$ cat src/spam_cpu_pkg.sv
// shared instruction format; device codes and alu ops fix the layout of program.hex
`default_nettype none

package spam_cpu_pkg;

    localparam int alu_op_w   = 5;
    localparam int abus_dev_w = 4;
    localparam int bbus_dev_w = 4;
    localparam int targ_dev_w = 5;
    localparam int addr_w     = 16;

    typedef logic [7:0] byte_t;

    // lane 6 is the most significant byte of the 48-bit word
    typedef struct packed {
        byte_t lane6;
        byte_t lane5;
        byte_t lane4;
        byte_t lane3;
        byte_t lane2;
        byte_t lane1;
    } instr_t;

    // undefined codes behave as pass_b
    typedef enum logic [alu_op_w-1:0] {
        pass_b = 5'd0,
        add    = 5'd1,
        sub    = 5'd2,
        bxor   = 5'd3
    } alu_op_e;

    typedef enum logic [abus_dev_w-1:0] {
        adev_reg_a = 4'd0,
        adev_reg_b = 4'd1,
        adev_reg_c = 4'd2,
        adev_reg_d = 4'd3,
        adev_zero  = 4'd4
    } abus_dev_e;

    typedef enum logic [bbus_dev_w-1:0] {
        bdev_reg_a = 4'd0,
        bdev_reg_b = 4'd1,
        bdev_reg_c = 4'd2,
        bdev_reg_d = 4'd3,
        bdev_immed = 4'd4
    } bbus_dev_e;

    // upper two bits pick a block of eight devices
    typedef enum logic [targ_dev_w-1:0] {
        tdev_reg_a  = 5'd0,
        tdev_reg_b  = 5'd1,
        tdev_reg_c  = 5'd2,
        tdev_reg_d  = 5'd3,
        tdev_out    = 5'd4,
        tdev_jmp    = 5'd8,
        tdev_jmp_c  = 5'd9,
        tdev_jmp_z  = 5'd10,
        tdev_jmp_nz = 5'd11,
        tdev_halt   = 5'd16,
        tdev_nop    = 5'd31
    } targ_dev_e;

    typedef struct packed {
        alu_op_e                     alu_op;
        logic [2**abus_dev_w-1:0]    abus_sel;
        logic [2**bbus_dev_w-1:0]    bbus_sel;
        logic [2**targ_dev_w-1:0]    targ_sel;
        logic                        amode;
        logic [addr_w-1:0]           jump_addr;
        byte_t                       immed8;
    } ctrl_t;

    typedef struct packed {
        logic carry;
        logic zero;
    } flags_t;

    // pass_b, abus zero, bbus immed, target halt, direct mode
    localparam instr_t halt_instr = 48'h04_11_01_00_00_00;

endpackage

`default_nettype wire

$ cat src/register_bank.sv
// registers A to D only; bus codes with no device read as zero
`timescale 1ns/1ps
`default_nettype none

module register_bank (
    input  wire                      clk,
    input  wire                      rst_n,
    input  wire spam_cpu_pkg::ctrl_t ctrl,
    input  wire spam_cpu_pkg::byte_t result,
    input  wire                      busy,
    output spam_cpu_pkg::byte_t      abus,
    output spam_cpu_pkg::byte_t      bbus,
    output logic [15:0]              reg_cd
);

    spam_cpu_pkg::byte_t regs [4];

    // A then B then C then D, codes are consecutive on every bus
    always_comb begin
        abus = '0;
        bbus = '0;
        for (int i = 0; i < 4; i++) begin
            if (ctrl.abus_sel[int'(spam_cpu_pkg::adev_reg_a) + i]) begin
                abus = regs[i];
            end
            if (ctrl.bbus_sel[int'(spam_cpu_pkg::bdev_reg_a) + i]) begin
                bbus = regs[i];
            end
        end
        if (ctrl.bbus_sel[spam_cpu_pkg::bdev_immed]) begin
            bbus = ctrl.immed8;
        end
    end

    always_ff @(posedge clk or negedge rst_n) begin
        if (!rst_n) begin
            for (int i = 0; i < 4; i++) begin
                regs[i] <= '0;
            end
        end else if (!busy) begin
            for (int i = 0; i < 4; i++) begin
                if (ctrl.targ_sel[int'(spam_cpu_pkg::tdev_reg_a) + i]) begin
                    regs[i] <= result;
                end
            end
        end
    end

    // pair for register-mode jumps, C is the high byte
    assign reg_cd = {regs[2], regs[3]};

endmodule

`default_nettype wire

$ cat config.mk
export PLATFORM = sky130hd
export DESIGN_NAME = register_bank
export DESIGN_NICKNAME = d
export VERILOG_FILES = /design/src/spam_cpu_pkg.sv /design/src/register_bank.sv
export SDC_FILE = /design/constraint.sdc
export NUM_CORES = 1
export LEC_CHECK = 0
export BUFFER_PORTS_ARGS = -buffer_cell sky130_fd_sc_hd__buf_2
export CAP_MARGIN = 15
export CORE_AREA = 10 10 77 86
export DETAILED_ROUTE_END_ITERATION = 6
export DIE_AREA = 0 0 87 96
export PLACE_DENSITY = 0.77
export SLEW_MARGIN = 0
export SYNTH_ARGS = -nofsm -noshare
export SYNTH_HDL_FRONTEND = slang
export SYNTH_SLANG_ARGS = --single-unit
$ cat constraint.sdc
create_clock -name clk -period 2.6 [get_ports clk]
set_clock_uncertainty 0.1 [all_clocks]
set_input_delay 0.26 -clock clk [delete_from_list [all_inputs] [get_ports clk]]
set_output_delay 0.26 -clock clk [all_outputs]
set_load 0.05 [all_outputs]
==> metrics.log, run 1 <==
[metrics] result of the run: finished, final reports clean
[metrics] Slew headroom: 52.83%
[metrics] routed vias: 1546
[metrics] maximum number of pins on one net before global-route repair: 33
[metrics] Die Area: 0.008352 mm²
[metrics] aggregate negative setup slack: 0 ns
[metrics] syn_area_per_cell: roughly 11 µm²
[metrics] capturing element of the worst setup path: abus[3]
[metrics] overall power after layout: between 1.5 and 2 mW
[metrics] count of port buffers added during placement: 63
[metrics] Post-Synthesis Cells: 181
[metrics] final HPWL from detailed placement: 3840 µm
[metrics] diode count: 0
[metrics] Final GP Congestion: 0.7792
[metrics] worst slew pin tran: about 0.71 ns
[metrics] pre-CTS worst setup slack: a little over 0.7 ns
[metrics] HP Start: result[7]
[metrics] chip height: roughly 96 µm
[metrics] Pins Over Slew Limit: 0
[metrics] final design area excluding fillers: 0.002247 mm²
[metrics] Post-Place Cells: between 200 and 300
[metrics] area occupied by multi-input gates: 914.6 µm²
[metrics] slowest CP cell: and2b_1
[metrics] proportion of synthesized chip area in sequential cells: 41.83%
[metrics] ratio of routed vias to standard cells: 5.387
[metrics] number of synthesis warnings: 0
[metrics] Syn Std Cell Area: 0.001914 mm²
[metrics] crit path buf inv count: 2
[metrics] f_max: 0.5172 GHz
[metrics] area taken by flip-flops and latches: roughly 800 µm²
[metrics] fin crit share: 74.37%
[metrics] power per unit of standard cell area: between 700 and 800 mW/mm²
[metrics] largest fanout of any net on the critical path: 11
[metrics] r2r endpoint: reg_cd[12]
[metrics] type of the most critical hold path: input pin to register
[metrics] crit path setup slack, layout: 0.6665 ns
[metrics] Reg2Reg Launch Point: reg_cd[12]
[metrics] number of buffers inserted for hold repair after clock tree synthesis: 1
[metrics] total of max-cap violations: 0
[metrics] post-synth net total: 286
[metrics] number of buffers created by CTS: 5
[metrics] area of the core region: 0.004898 mm²
[metrics] Reg2Reg Depth: 1
[metrics] clock tree root driver cell: clkbuf_8
[metrics] DRT antenna net count: 0
[metrics] initial core utilization: 39.08%
[metrics] arrival time worst endpoint: 1.57 ns
[metrics] count of TritonRoute iterations in the first routing pass: 4
[metrics] hold violation count in the final report: 0
[metrics] Worst-path clk slew: 0.07 ns
[metrics] RSZ-0062 raised after global routing: no
[metrics] violation count after the first detailed-routing iteration: 127
[metrics] residual overflow from global routing: 0
[metrics] post-CTS sizing: 0
[metrics] Worst Setup SP: ctrl[74]
[metrics] share of cells above drive strength 1: a little under half
[metrics] most prevalent standard cell on the critical path: buf_2
[metrics] total clock sinks: 32
[metrics] Critical Path Source Type: input pin
[metrics] number of rows created at floorplan: 27
[metrics] Critical Path, Cell by Cell: buf_2 -> and2b_1 -> a221oi_1 -> o31ai_1 -> buf_2
[metrics] number of global-route vias before repair: between 1500 and 2000
[metrics] commonest non-fill, non-tap cells in the layout: 63 x buf_2, 32 x dfrtp_1, 29 x mux2_2, 19 x nand2_1, 10 x nor2b_1
[metrics] kind of cell adding the most delay to the critical path: buffers and inverters
[metrics] Final Routed Wirelength: about 5300 µm
[metrics] Worst path depth: 5
[metrics] IR Drop Worst-Case VDD: 0.2284 mV
[metrics] sort of element at the end of the critical path: primary output
[metrics] worst setup path category: input pin to primary output
[metrics] initial antenna violation count: 0
[metrics] wire length of the first global-routing pass: 8135 µm
[metrics] TritonCTS clock tree: yes
[metrics] number of setup buffers added after CTS: 0
[metrics] leading cell type in the layout, fill and taps excluded: buf_2
[metrics] maximum clock insertion buffer count: 2
[metrics] required time of the critical path: 2.24 ns
[metrics] source-to-sink clock delay at the later pin of the worst-skew pair: ~0.28 ns
[metrics] layout net count: 333
[metrics] global-route usage over all layers: 12.75%
[metrics] count of non-filler cells in the finished layout: 287
[metrics] largest incremental delay on the critical path: about 0.40 ns
[metrics] number of different library cells in the post-synthesis netlist: 26
[metrics] setup violators final: 0
[metrics] leakage power figure: 1.037 nW
[metrics] fill count: 464
[metrics] area growth from synthesis to layout: 17.39%
[metrics] top-level port count: between 100 and 150
[metrics] die width: 87 µm
[metrics] wire per inst: 18.44 µm
[metrics] post-placement cell area: 0.002145 mm²
[metrics] FF-to-FF setup slack: 1.69 ns
[metrics] H-tree levels: 2
[metrics] final critical-path required period: between 1.5 and 2 ns
[metrics] number of DRC violations after detailed routing: 0
[metrics] flip-flop and latch count after synthesis: 32
sequential cells by signal, indices dropped and copies added, names as in the netlist:
signal / count
reg_cd: 16
regs: 16
routing by layer:
metal	track usage (%)	vias to the layer above	wire length (µm)
met5	0	-	0
met4	6.757	0	119
met3	6.171	10	631
met2	21.45	65	2659
met1	12.80	744	1880
li1	-	727	-
logic make-up after synthesis:
| group | share of synthesized area, % |
|---|---|
| AOI/OAI and AO/OA | 14.84 |
| buffers and inverters | 10.39 |
| DFF | 41.83 |
| muxes | 20.72 |
| and+or+nand+nor | 12.22 |
worst min-delay path by stage:
stage / slack [ns] / depth (start not counted) / end
finish: 0.11 / 3 / reg_cd[7]
global route: 0.13 / 3 / reg_cd[13]
CTS: 0.10 / 3 / reg_cd[7]
detailed placement: 0.25 / 1 / reg_cd[10]
global placement: 0.24 / 1 / reg_cd[2]
floorplan: -0.14 / 0 / reg_cd[0]
cell type report:
class / count / area share, %
flip-flops and latches: 32 / 35.63
clock inverters: 2 / 0.4454
well taps: 58 / 3.229
multi-input cells: 118 / 40.70
repair buffers: 68 / 15.81
clock buffers: 6 / 3.675
inverters: 3 / 0.5011
Yosys cell counts:
| cell | number | area share, % |
|---|---|---|
| buf_2 | 9 | 2.4 |
| buf_6 | 1 | 0.59 |
| a221oi_1 | 6 | 2.7 |
| nand2_1 | 19 | 3.7 |
| a22oi_1 | 8 | 3.1 |
| buf_4 | 17 | 6.7 |
| nand2b_1 | 2 | 0.65 |
| a221o_2 | 1 | 0.59 |
| a31oi_1 | 7 | 2.3 |
| and2b_2 | 1 | 0.46 |
| mux2i_1 | 7 | 3.7 |
| a2111oi_0 | 1 | 0.46 |
| a21oi_1 | 4 | 1.0 |
| and2b_1 | 1 | 0.39 |
| mux2_2 | 29 | 17 |
| nor3b_4 | 1 | 0.98 |
| o21ai_0 | 5 | 1.3 |
| nand3b_1 | 1 | 0.39 |
| inv_1 | 3 | 0.59 |
| o31ai_1 | 6 | 2.4 |
| buf_1 | 1 | 0.20 |
| a22o_1 | 2 | 0.92 |
| or2b_1 | 5 | 2.0 |
| nor2b_1 | 10 | 3.3 |
| nor2_1 | 2 | 0.39 |
| dfrtp_1 | 32 | 42 |
stage by stage:
step	hold WS (ns)	utilization [%]
after detailed placement	0.2511	43.78
after global placement	0.2432	43.78
final	0.1110	45.87
after CTS	0.1027	45.87
after floorplan	-0.1356	-
after global routing	0.1306	45.87
power breakdown:
| group | total [mW] | internal, mW | switching [mW] | leakage (nW) |
|---|---|---|---|---|
| logic | 0.574 | 0.179 | 0.395 | 0.609 |
| clock network | 0.390 | 0.211 | 0.179 | 0.0510 |
| registers | 0.635 | 0.572 | 0.0635 | 0.377 |
| total | 1.60 | 0.961 | 0.638 | 1.04 |
Power figures use the tool's default switching activity.
==> run 2, diff against run 1 <==
CORE_AREA = 10 10 80 89   (was 10 10 77 86)
DIE_AREA = 0 0 90 99   (was 0 0 87 96)
PLACE_DENSITY = 0.75   (was 0.77)
clock period = 1.6 ns   (was 2.6 ns; I/O delays follow)
==> metrics.log, run 2 (synthesis gave the netlist of run 1 again) <==
[metrics] number of DRC violations after detailed routing: 0 (unchanged)
[metrics] violation count after the first detailed-routing iteration: 112 (-12%)
[metrics] fin crit share: 101.7%
[metrics] TritonCTS clock tree: yes
[metrics] Pins Over Slew Limit: 0 (unchanged)
[metrics] layout net count: 349 (+4.8%)
[metrics] wire length of the first global-routing pass: 9252 µm (+14%)
[metrics] residual overflow from global routing: 0 (unchanged)
[metrics] power per unit of standard cell area: 1089 mW/mm² (+53%)
[metrics] Final Routed Wirelength: 5932 µm (+12%)
[metrics] number of global-route vias before repair: 1763 (+8.5%)
[metrics] hold slack final: 0.03536 ns (-0.07565 ns)
[metrics] sort of element at the end of the critical path: primary output
[metrics] leading cell type in the layout, fill and taps excluded: buf_2
[metrics] area growth from synthesis to layout: 35.69%
[metrics] Die Area: 0.008910 mm² (+6.7%)
[metrics] result of the run: finished, violations left
[metrics] diode count: 0 (unchanged)
[metrics] arrival time worst endpoint: 1.37 ns (-0.20 ns)
[metrics] DRT antenna net count: 0 (unchanged)
[metrics] Final GP Congestion: 0.8235 (+5.7%)
[metrics] worst slew pin tran: 0.7324 ns (+0.02492 ns)
[metrics] commonest non-fill, non-tap cells in the layout: 47 x buf_2, 32 x dfrtp_1, 29 x mux2_2, 27 x buf_4, 19 x nand2_1
[metrics] worst setup path category: register to primary output
[metrics] total of max-cap violations: 0 (unchanged)
[metrics] violations in the final reports: setup timing
[metrics] setup violators final: 2 (+2)
[metrics] count of TritonRoute iterations in the first routing pass: 4 (unchanged)
[metrics] total clock sinks: 32 (unchanged)
[metrics] final core utilization: 49.10% (+3.2 points)
[metrics] count of port buffers added during placement: 63 (unchanged)
[metrics] Worst-path clk slew: 0.07 ns (about the same)
[metrics] final critical-path required period: 1.627 ns
[metrics] initial core utilization: 36.19% (-2.9 points)
[metrics] ratio of routed vias to standard cells: 5.216 (-3.2%)
[metrics] largest fanout of any net on the critical path: 2 (-9)
[metrics] number of buffers created by CTS: 5 (unchanged)
[metrics] share of cells above drive strength 1: 58.61% (+12 points)
[metrics] clock tree root driver cell: clkbuf_8
[metrics] H-tree levels: 2 (unchanged)
[metrics] area of the core region: 0.005290 mm² (+8.0%)
[metrics] area taken by flip-flops and latches: 800.8 µm² (unchanged)
[metrics] maximum number of pins on one net before global-route repair: 33 (unchanged)
[metrics] f_max: 0.6148 GHz
[metrics] Slew headroom: 51.17% (-1.7 points)
[metrics] fill count: 484 (+4.3%)
[metrics] aggregate negative setup slack: -0.03020 ns (-0.03020 ns)
[metrics] RSZ-0062 raised after global routing: yes
[metrics] source-to-sink clock delay at the later pin of the worst-skew pair: 0.28 ns (about the same)
[metrics] type of the most critical hold path: input pin to register
[metrics] crit path setup slack, layout: -0.02658 ns (-0.6930 ns)
[metrics] routed vias: 1664 (+7.6%)
[metrics] number of rows created at floorplan: 28 (+3.7%)
[metrics] top-level port count: 137 (unchanged)
[metrics] area occupied by multi-input gates: 0.001046 mm² (+14%)
[metrics] Critical Path Source Type: register
[metrics] final HPWL from detailed placement: 4261 µm (+11%)
[metrics] hold violation count in the final report: 0 (unchanged)
[metrics] global-route usage over all layers: 13.03% (+0.28 points)
[metrics] IR Drop Worst-Case VDD: 0.4694 mV (+110%)
[metrics] count of non-filler cells in the finished layout: 319 (+11%)
[metrics] chip height: 99 µm (+3.1%)
[metrics] maximum clock insertion buffer count: 2 (unchanged)
[metrics] initial antenna violation count: 0 (unchanged)
[metrics] wire per inst: 18.60 µm (+0.87%)
[metrics] Post-Place Cells: 305 (+9.7%)
[metrics] leakage power figure: 1.161 nW (+12%)
[metrics] required time of the critical path: 1.34 ns (-0.90 ns)
[metrics] die width: 90 µm (+3.4%)
-- run 2: changes by cell type in the layout (fill, tap and decap cells not counted), sizes merged --
| cell | previous run | this run |
|---|---|---|
| clkinv | 2 | 0 |
| buf | 67 | 83 |
| clkbuf | 6 | 7 |
-- run 2: what timing repair did --
item,4_1_cts,5_1_grt
endpoints found under the hold margin,32,0
setup endpoints to repair,14,16
buffers inserted,5,1
gates cloned,0,0
pin swaps,2,7
resized for setup,23,21
hold buffers,1,0
-- run 2: worst max-delay path, stage by stage (launching register included) --
cell and delay, ns:
dfrtp_1 0.35, inv_1 0.05, a221o_2 0.35, a22oi_2 0.14, buf_6 0.18
-- run 2: layout make-up --
| type | count | area share (%) |
|---|---|---|
| Multi-Input combinational cell | 118 | 40.27 |
| Sequential cell | 32 | 30.83 |
| Timing Repair Buffer | 84 | 21.15 |
| Clock buffer | 7 | 3.709 |
| Tap cell | 75 | 3.613 |
| Inverter | 3 | 0.4335 |
-- run 2: layer usage --
metal	track usage (%)	share of wire (%)	vias up
met5	0	0	-
met2	21.81	51	63
met3	5.463	8.5	9
met1	14.53	39	828
li1	-	-	764
met4	4.779	1.5	0
-- run 2: final timing paths --
| path | depth (start not counted) | slack (ns) | end | startpoint |
|---|---|---|---|---|
| max reg2reg | 3 | 0.49 | reg_cd[2] | reg_cd[2] |
| min reg2reg | 1 | 0.46 | regs[30] | regs[30] |
| min | 3 | 0.04 | reg_cd[7] | result[7] |
| max | 4 | -0.03 | bbus[7] | reg_cd[7] |
| min in group asynchronous | 2 | 0.37 | regs[28] | rst_n |
| max in group asynchronous | 2 | 0.56 | regs[16] | rst_n |
-- run 2: report_power, final --
| part | internal (mW) | leakage, nW | total, mW | switching (mW) |
|---|---|---|---|---|
| clock network | 0.383 | 0.0503 | 0.678 | 0.295 |
| registers | 0.928 | 0.377 | 1.04 | 0.116 |
| logic | 0.404 | 0.733 | 1.11 | 0.702 |
-- run 2: per-stage QoR --
step	cell area (µm²)	total power [mW]	worst slack, ns
after floorplan	1973	1.838	-0.3812
after global placement	2300	2.017	-0.1103
after detailed placement	2300	2.036	-0.08919
after CTS	2531	2.798	-0.04876
after global routing	2597	2.953	-0.07399
final	2597	2.828	-0.02658
==> run 3, diff against run 2 <==
CORE_AREA = 10 10 79 88   (was 10 10 80 89)
CTS_BUF_LIST = sky130_fd_sc_hd__clkbuf_8   (was not set)
DIE_AREA = 0 0 89 98   (was 0 0 90 99)
PLACE_DENSITY = 0.77   (was 0.75)
==> metrics.log, run 3 (synthesis gave the netlist of run 1 again) <==
[metrics] result of the run: finished, violations left
[metrics] violations in the final reports: setup timing
[metrics] combinational share of power: 41.1% (+2.0 points)
[metrics] maximum clock insertion buffer count: 2 (unchanged)
[metrics] initial core utilization: 36.67% (+0.49 points)
[metrics] part of the total power dissipated in sequential elements: 37.2% (+0.3 points)
[metrics] leading cell type in the layout, fill and taps excluded: buf_2
[metrics] maximum number of pins on one net before global-route repair: 33 (unchanged)
[metrics] largest fanout of any net on the critical path: 2 (unchanged)
[metrics] f_max: 0.6116 GHz (-0.52%)
[metrics] leakage power figure: 1.182 nW (+1.8%)
[metrics] total clock sinks: 32 (unchanged)
[metrics] ratio of routed vias to standard cells: 5.353 (+2.6%)
[metrics] TritonCTS clock tree: yes
[metrics] residual overflow from global routing: 0 (unchanged)
[metrics] power per unit of standard cell area: 1068 mW/mm² (-1.9%)
[metrics] number of rows created at floorplan: 28 (unchanged)
[metrics] final HPWL from detailed placement: 4270 µm (+0.21%)
[metrics] Final GP Congestion: 0.7985 (-3.0%)
[metrics] Slew headroom: 53.77% (+2.6 points)
[metrics] share of cells above drive strength 1: 60.24% (+1.6 points)
[metrics] layout net count: 353 (+1.1%)
[metrics] fin crit share: 102.2% (+0.53 points)
[metrics] number of DRC violations after detailed routing: 0 (unchanged)
[metrics] worst slew pin tran: 0.6934 ns (-0.03900 ns)
[metrics] DRT antenna net count: 0 (unchanged)
[metrics] diode count: 0 (unchanged)
[metrics] total of max-cap violations: 0 (unchanged)
[metrics] RSZ-0062 raised after global routing: yes
[metrics] Die Area: 0.008722 mm² (-2.1%)
[metrics] worst setup path category: register to primary output
[metrics] Worst-path clk slew: 0.07 ns (about the same)
[metrics] hold slack final: 0.01708 ns (-0.01828 ns)
[metrics] source-to-sink clock delay at the later pin of the worst-skew pair: 0.29 ns (about the same)
[metrics] area of the core region: 0.005220 mm² (-1.3%)
[metrics] number of buffers created by CTS: 5 (unchanged)
[metrics] slowest CP cell: dfrtp_1
[metrics] setup violators final: 1 (-1)
[metrics] Critical Path Source Type: register
[metrics] Worst Setup SP: reg_cd[7]
[metrics] crit path setup slack, layout: -0.03505 ns (-0.008470 ns)
[metrics] switching power: 1.126 mW (+1.2%)
[metrics] final core utilization: 50.02% (+0.92 points)
[metrics] area growth from synthesis to layout: 36.40%
[metrics] HP Start: result[7]
[metrics] wire per inst: 18.79 µm (+1.0%)
[metrics] arrival time worst endpoint: 1.38 ns (about the same)
[metrics] type of the most critical hold path: input pin to register
[metrics] power share of the clock group: 21.7% (-2.3 points)
[metrics] Reg2Reg Launch Point: reg_cd[10]
[metrics] violation count after the first detailed-routing iteration: 122 (+8.9%)
[metrics] required time of the critical path: 1.34 ns (about the same)
[metrics] routed vias: 1654 (-0.60%)
[metrics] count of port buffers added during placement: 63 (unchanged)
[metrics] initial antenna violation count: 0 (unchanged)
[metrics] IR Drop Worst-Case VDD: 0.3819 mV (-19%)
[metrics] kind of cell adding the most delay to the critical path: compound AO/OA/AOI/OAI gates
[metrics] Internal Pwr Total: 1.663 mW (-3.0%)
[metrics] hold violation count in the final report: 0 (unchanged)
[metrics] Pins Over Slew Limit: 0 (unchanged)
[metrics] global-route usage over all layers: 13.36% (+0.33 points)
[metrics] sort of element at the end of the critical path: primary output
[metrics] number of global-route vias before repair: 1795 (+1.8%)
[metrics] die width: 89 µm (-1.1%)
[metrics] crit path buf inv count: 2 (unchanged)
[metrics] Critical Path, Cell by Cell: inv_2 -> a221o_2 -> a22oi_2 -> buf_6
[metrics] switching share of power: 40.37% (+1.0 points)
[metrics] top-level port count: 137 (unchanged)
[metrics] wire length of the first global-routing pass: 8983 µm (-2.9%)
[metrics] Final Routed Wirelength: 5806 µm (-2.1%)
[metrics] largest incremental delay on the critical path: 0.37 ns (+0.02 ns)
[metrics] chip height: 98 µm (-1.0%)
[metrics] FF-to-FF setup slack: 0.57 ns (+0.08 ns)
[metrics] count of TritonRoute iterations in the first routing pass: 4 (unchanged)
[metrics] H-tree levels: 2 (unchanged)
[metrics] clock tree root driver cell: clkbuf_8
[metrics] final critical-path required period: 1.635 ns (+0.008470 ns)
[metrics] commonest non-fill, non-tap cells in the layout: 47 x buf_2, 31 x dfrtp_1, 29 x mux2_2, 29 x buf_4, 19 x nand2_1
run 3: changes by cell type in the layout (fill, tap and decap cells not counted), moves of 2 or more:
cell	previous run	this run
clkinv_2	0	2
buf_6	9	11
buf_4	27	29
clkbuf_8	7	5
run 3: worst paths after layout:
path / to / depth (start not counted)
max in group asynchronous: regs[23] / 2
worst min-delay path: reg_cd[7] / 3
worst min register to register: regs[22] / 1
worst max-delay path: bbus[7] / 4
worst max register to register: reg_cd[10] / 2
min in group asynchronous: reg_cd[3] / 2
run 3: metal layers:
| layer | up-vias | track usage, % | wire [µm] |
|---|---|---|---|
| met5 | - | 0 | 0 |
| met4 | 0 | 5.760 | 133 |
| met1 | 819 | 13.29 | 2117 |
| met3 | 10 | 5.819 | 568 |
| met2 | 55 | 23.28 | 2988 |
| li1 | 770 | - | - |
run 3: worst register-to-register path: stages, from the launching register on:
cell     delay (ns)
dfrtp_1        0.41
buf_4          0.15
mux2_2         0.26
run 3: stage by stage:
| step | TNS [ns] | setup slack, ns | area [µm²] | power (mW) | cells |
|---|---|---|---|---|---|
| 5_1_grt | -0.3005 | -0.08438 | 2611 | 2.929 | 309 |
| 2_1_floorplan | -1.525 | -0.3812 | 1973 | 1.838 | 181 |
| 3_5_place_dp | -0.4149 | -0.08909 | 2273 | 2.036 | 289 |
| 4_1_cts | -0.05674 | -0.05674 | 2521 | 2.736 | 305 |
| 6_report | -0.03505 | -0.03505 | 2611 | 2.789 | 309 |
| 3_3_place_gp | -0.5231 | -0.1082 | 2273 | 2.013 | 289 |
run 3: what timing repair did:
item                                    in CTS  in global routing
pin swaps                                    3                  9
hold endpoints to repair                    32                  0
buffers inserted                             7                  4
resized for setup                           24                 26
hold buffers                                 1                  0
endpoints found under the setup margin      14                 16
run 3: cell type report:
cell class	instances	area (µm²)
Clock buffer	5	68.82
Clock inverter	3	18.77
Fill cell	468	2609
Inverter	3	11.26
Multi-Input combinational cell	118	1049
Sequential cell	32	802.0
Tap cell	60	75.07
Timing Repair Buffer	88	586.8
run 3: power by group through the flow:
stage | combinational, mW | clock [mW] | sequential, mW
6_report | 1.15 | 0.606 | 1.04
5_1_grt | 1.21 | 0.666 | 1.05
4_1_cts | 1.09 | 0.616 | 1.03
3_5_place_dp | 0.987 | 0 | 1.05
3_3_place_gp | 0.973 | 0 | 1.04
2_1_floorplan | 0.822 | 0 | 1.02
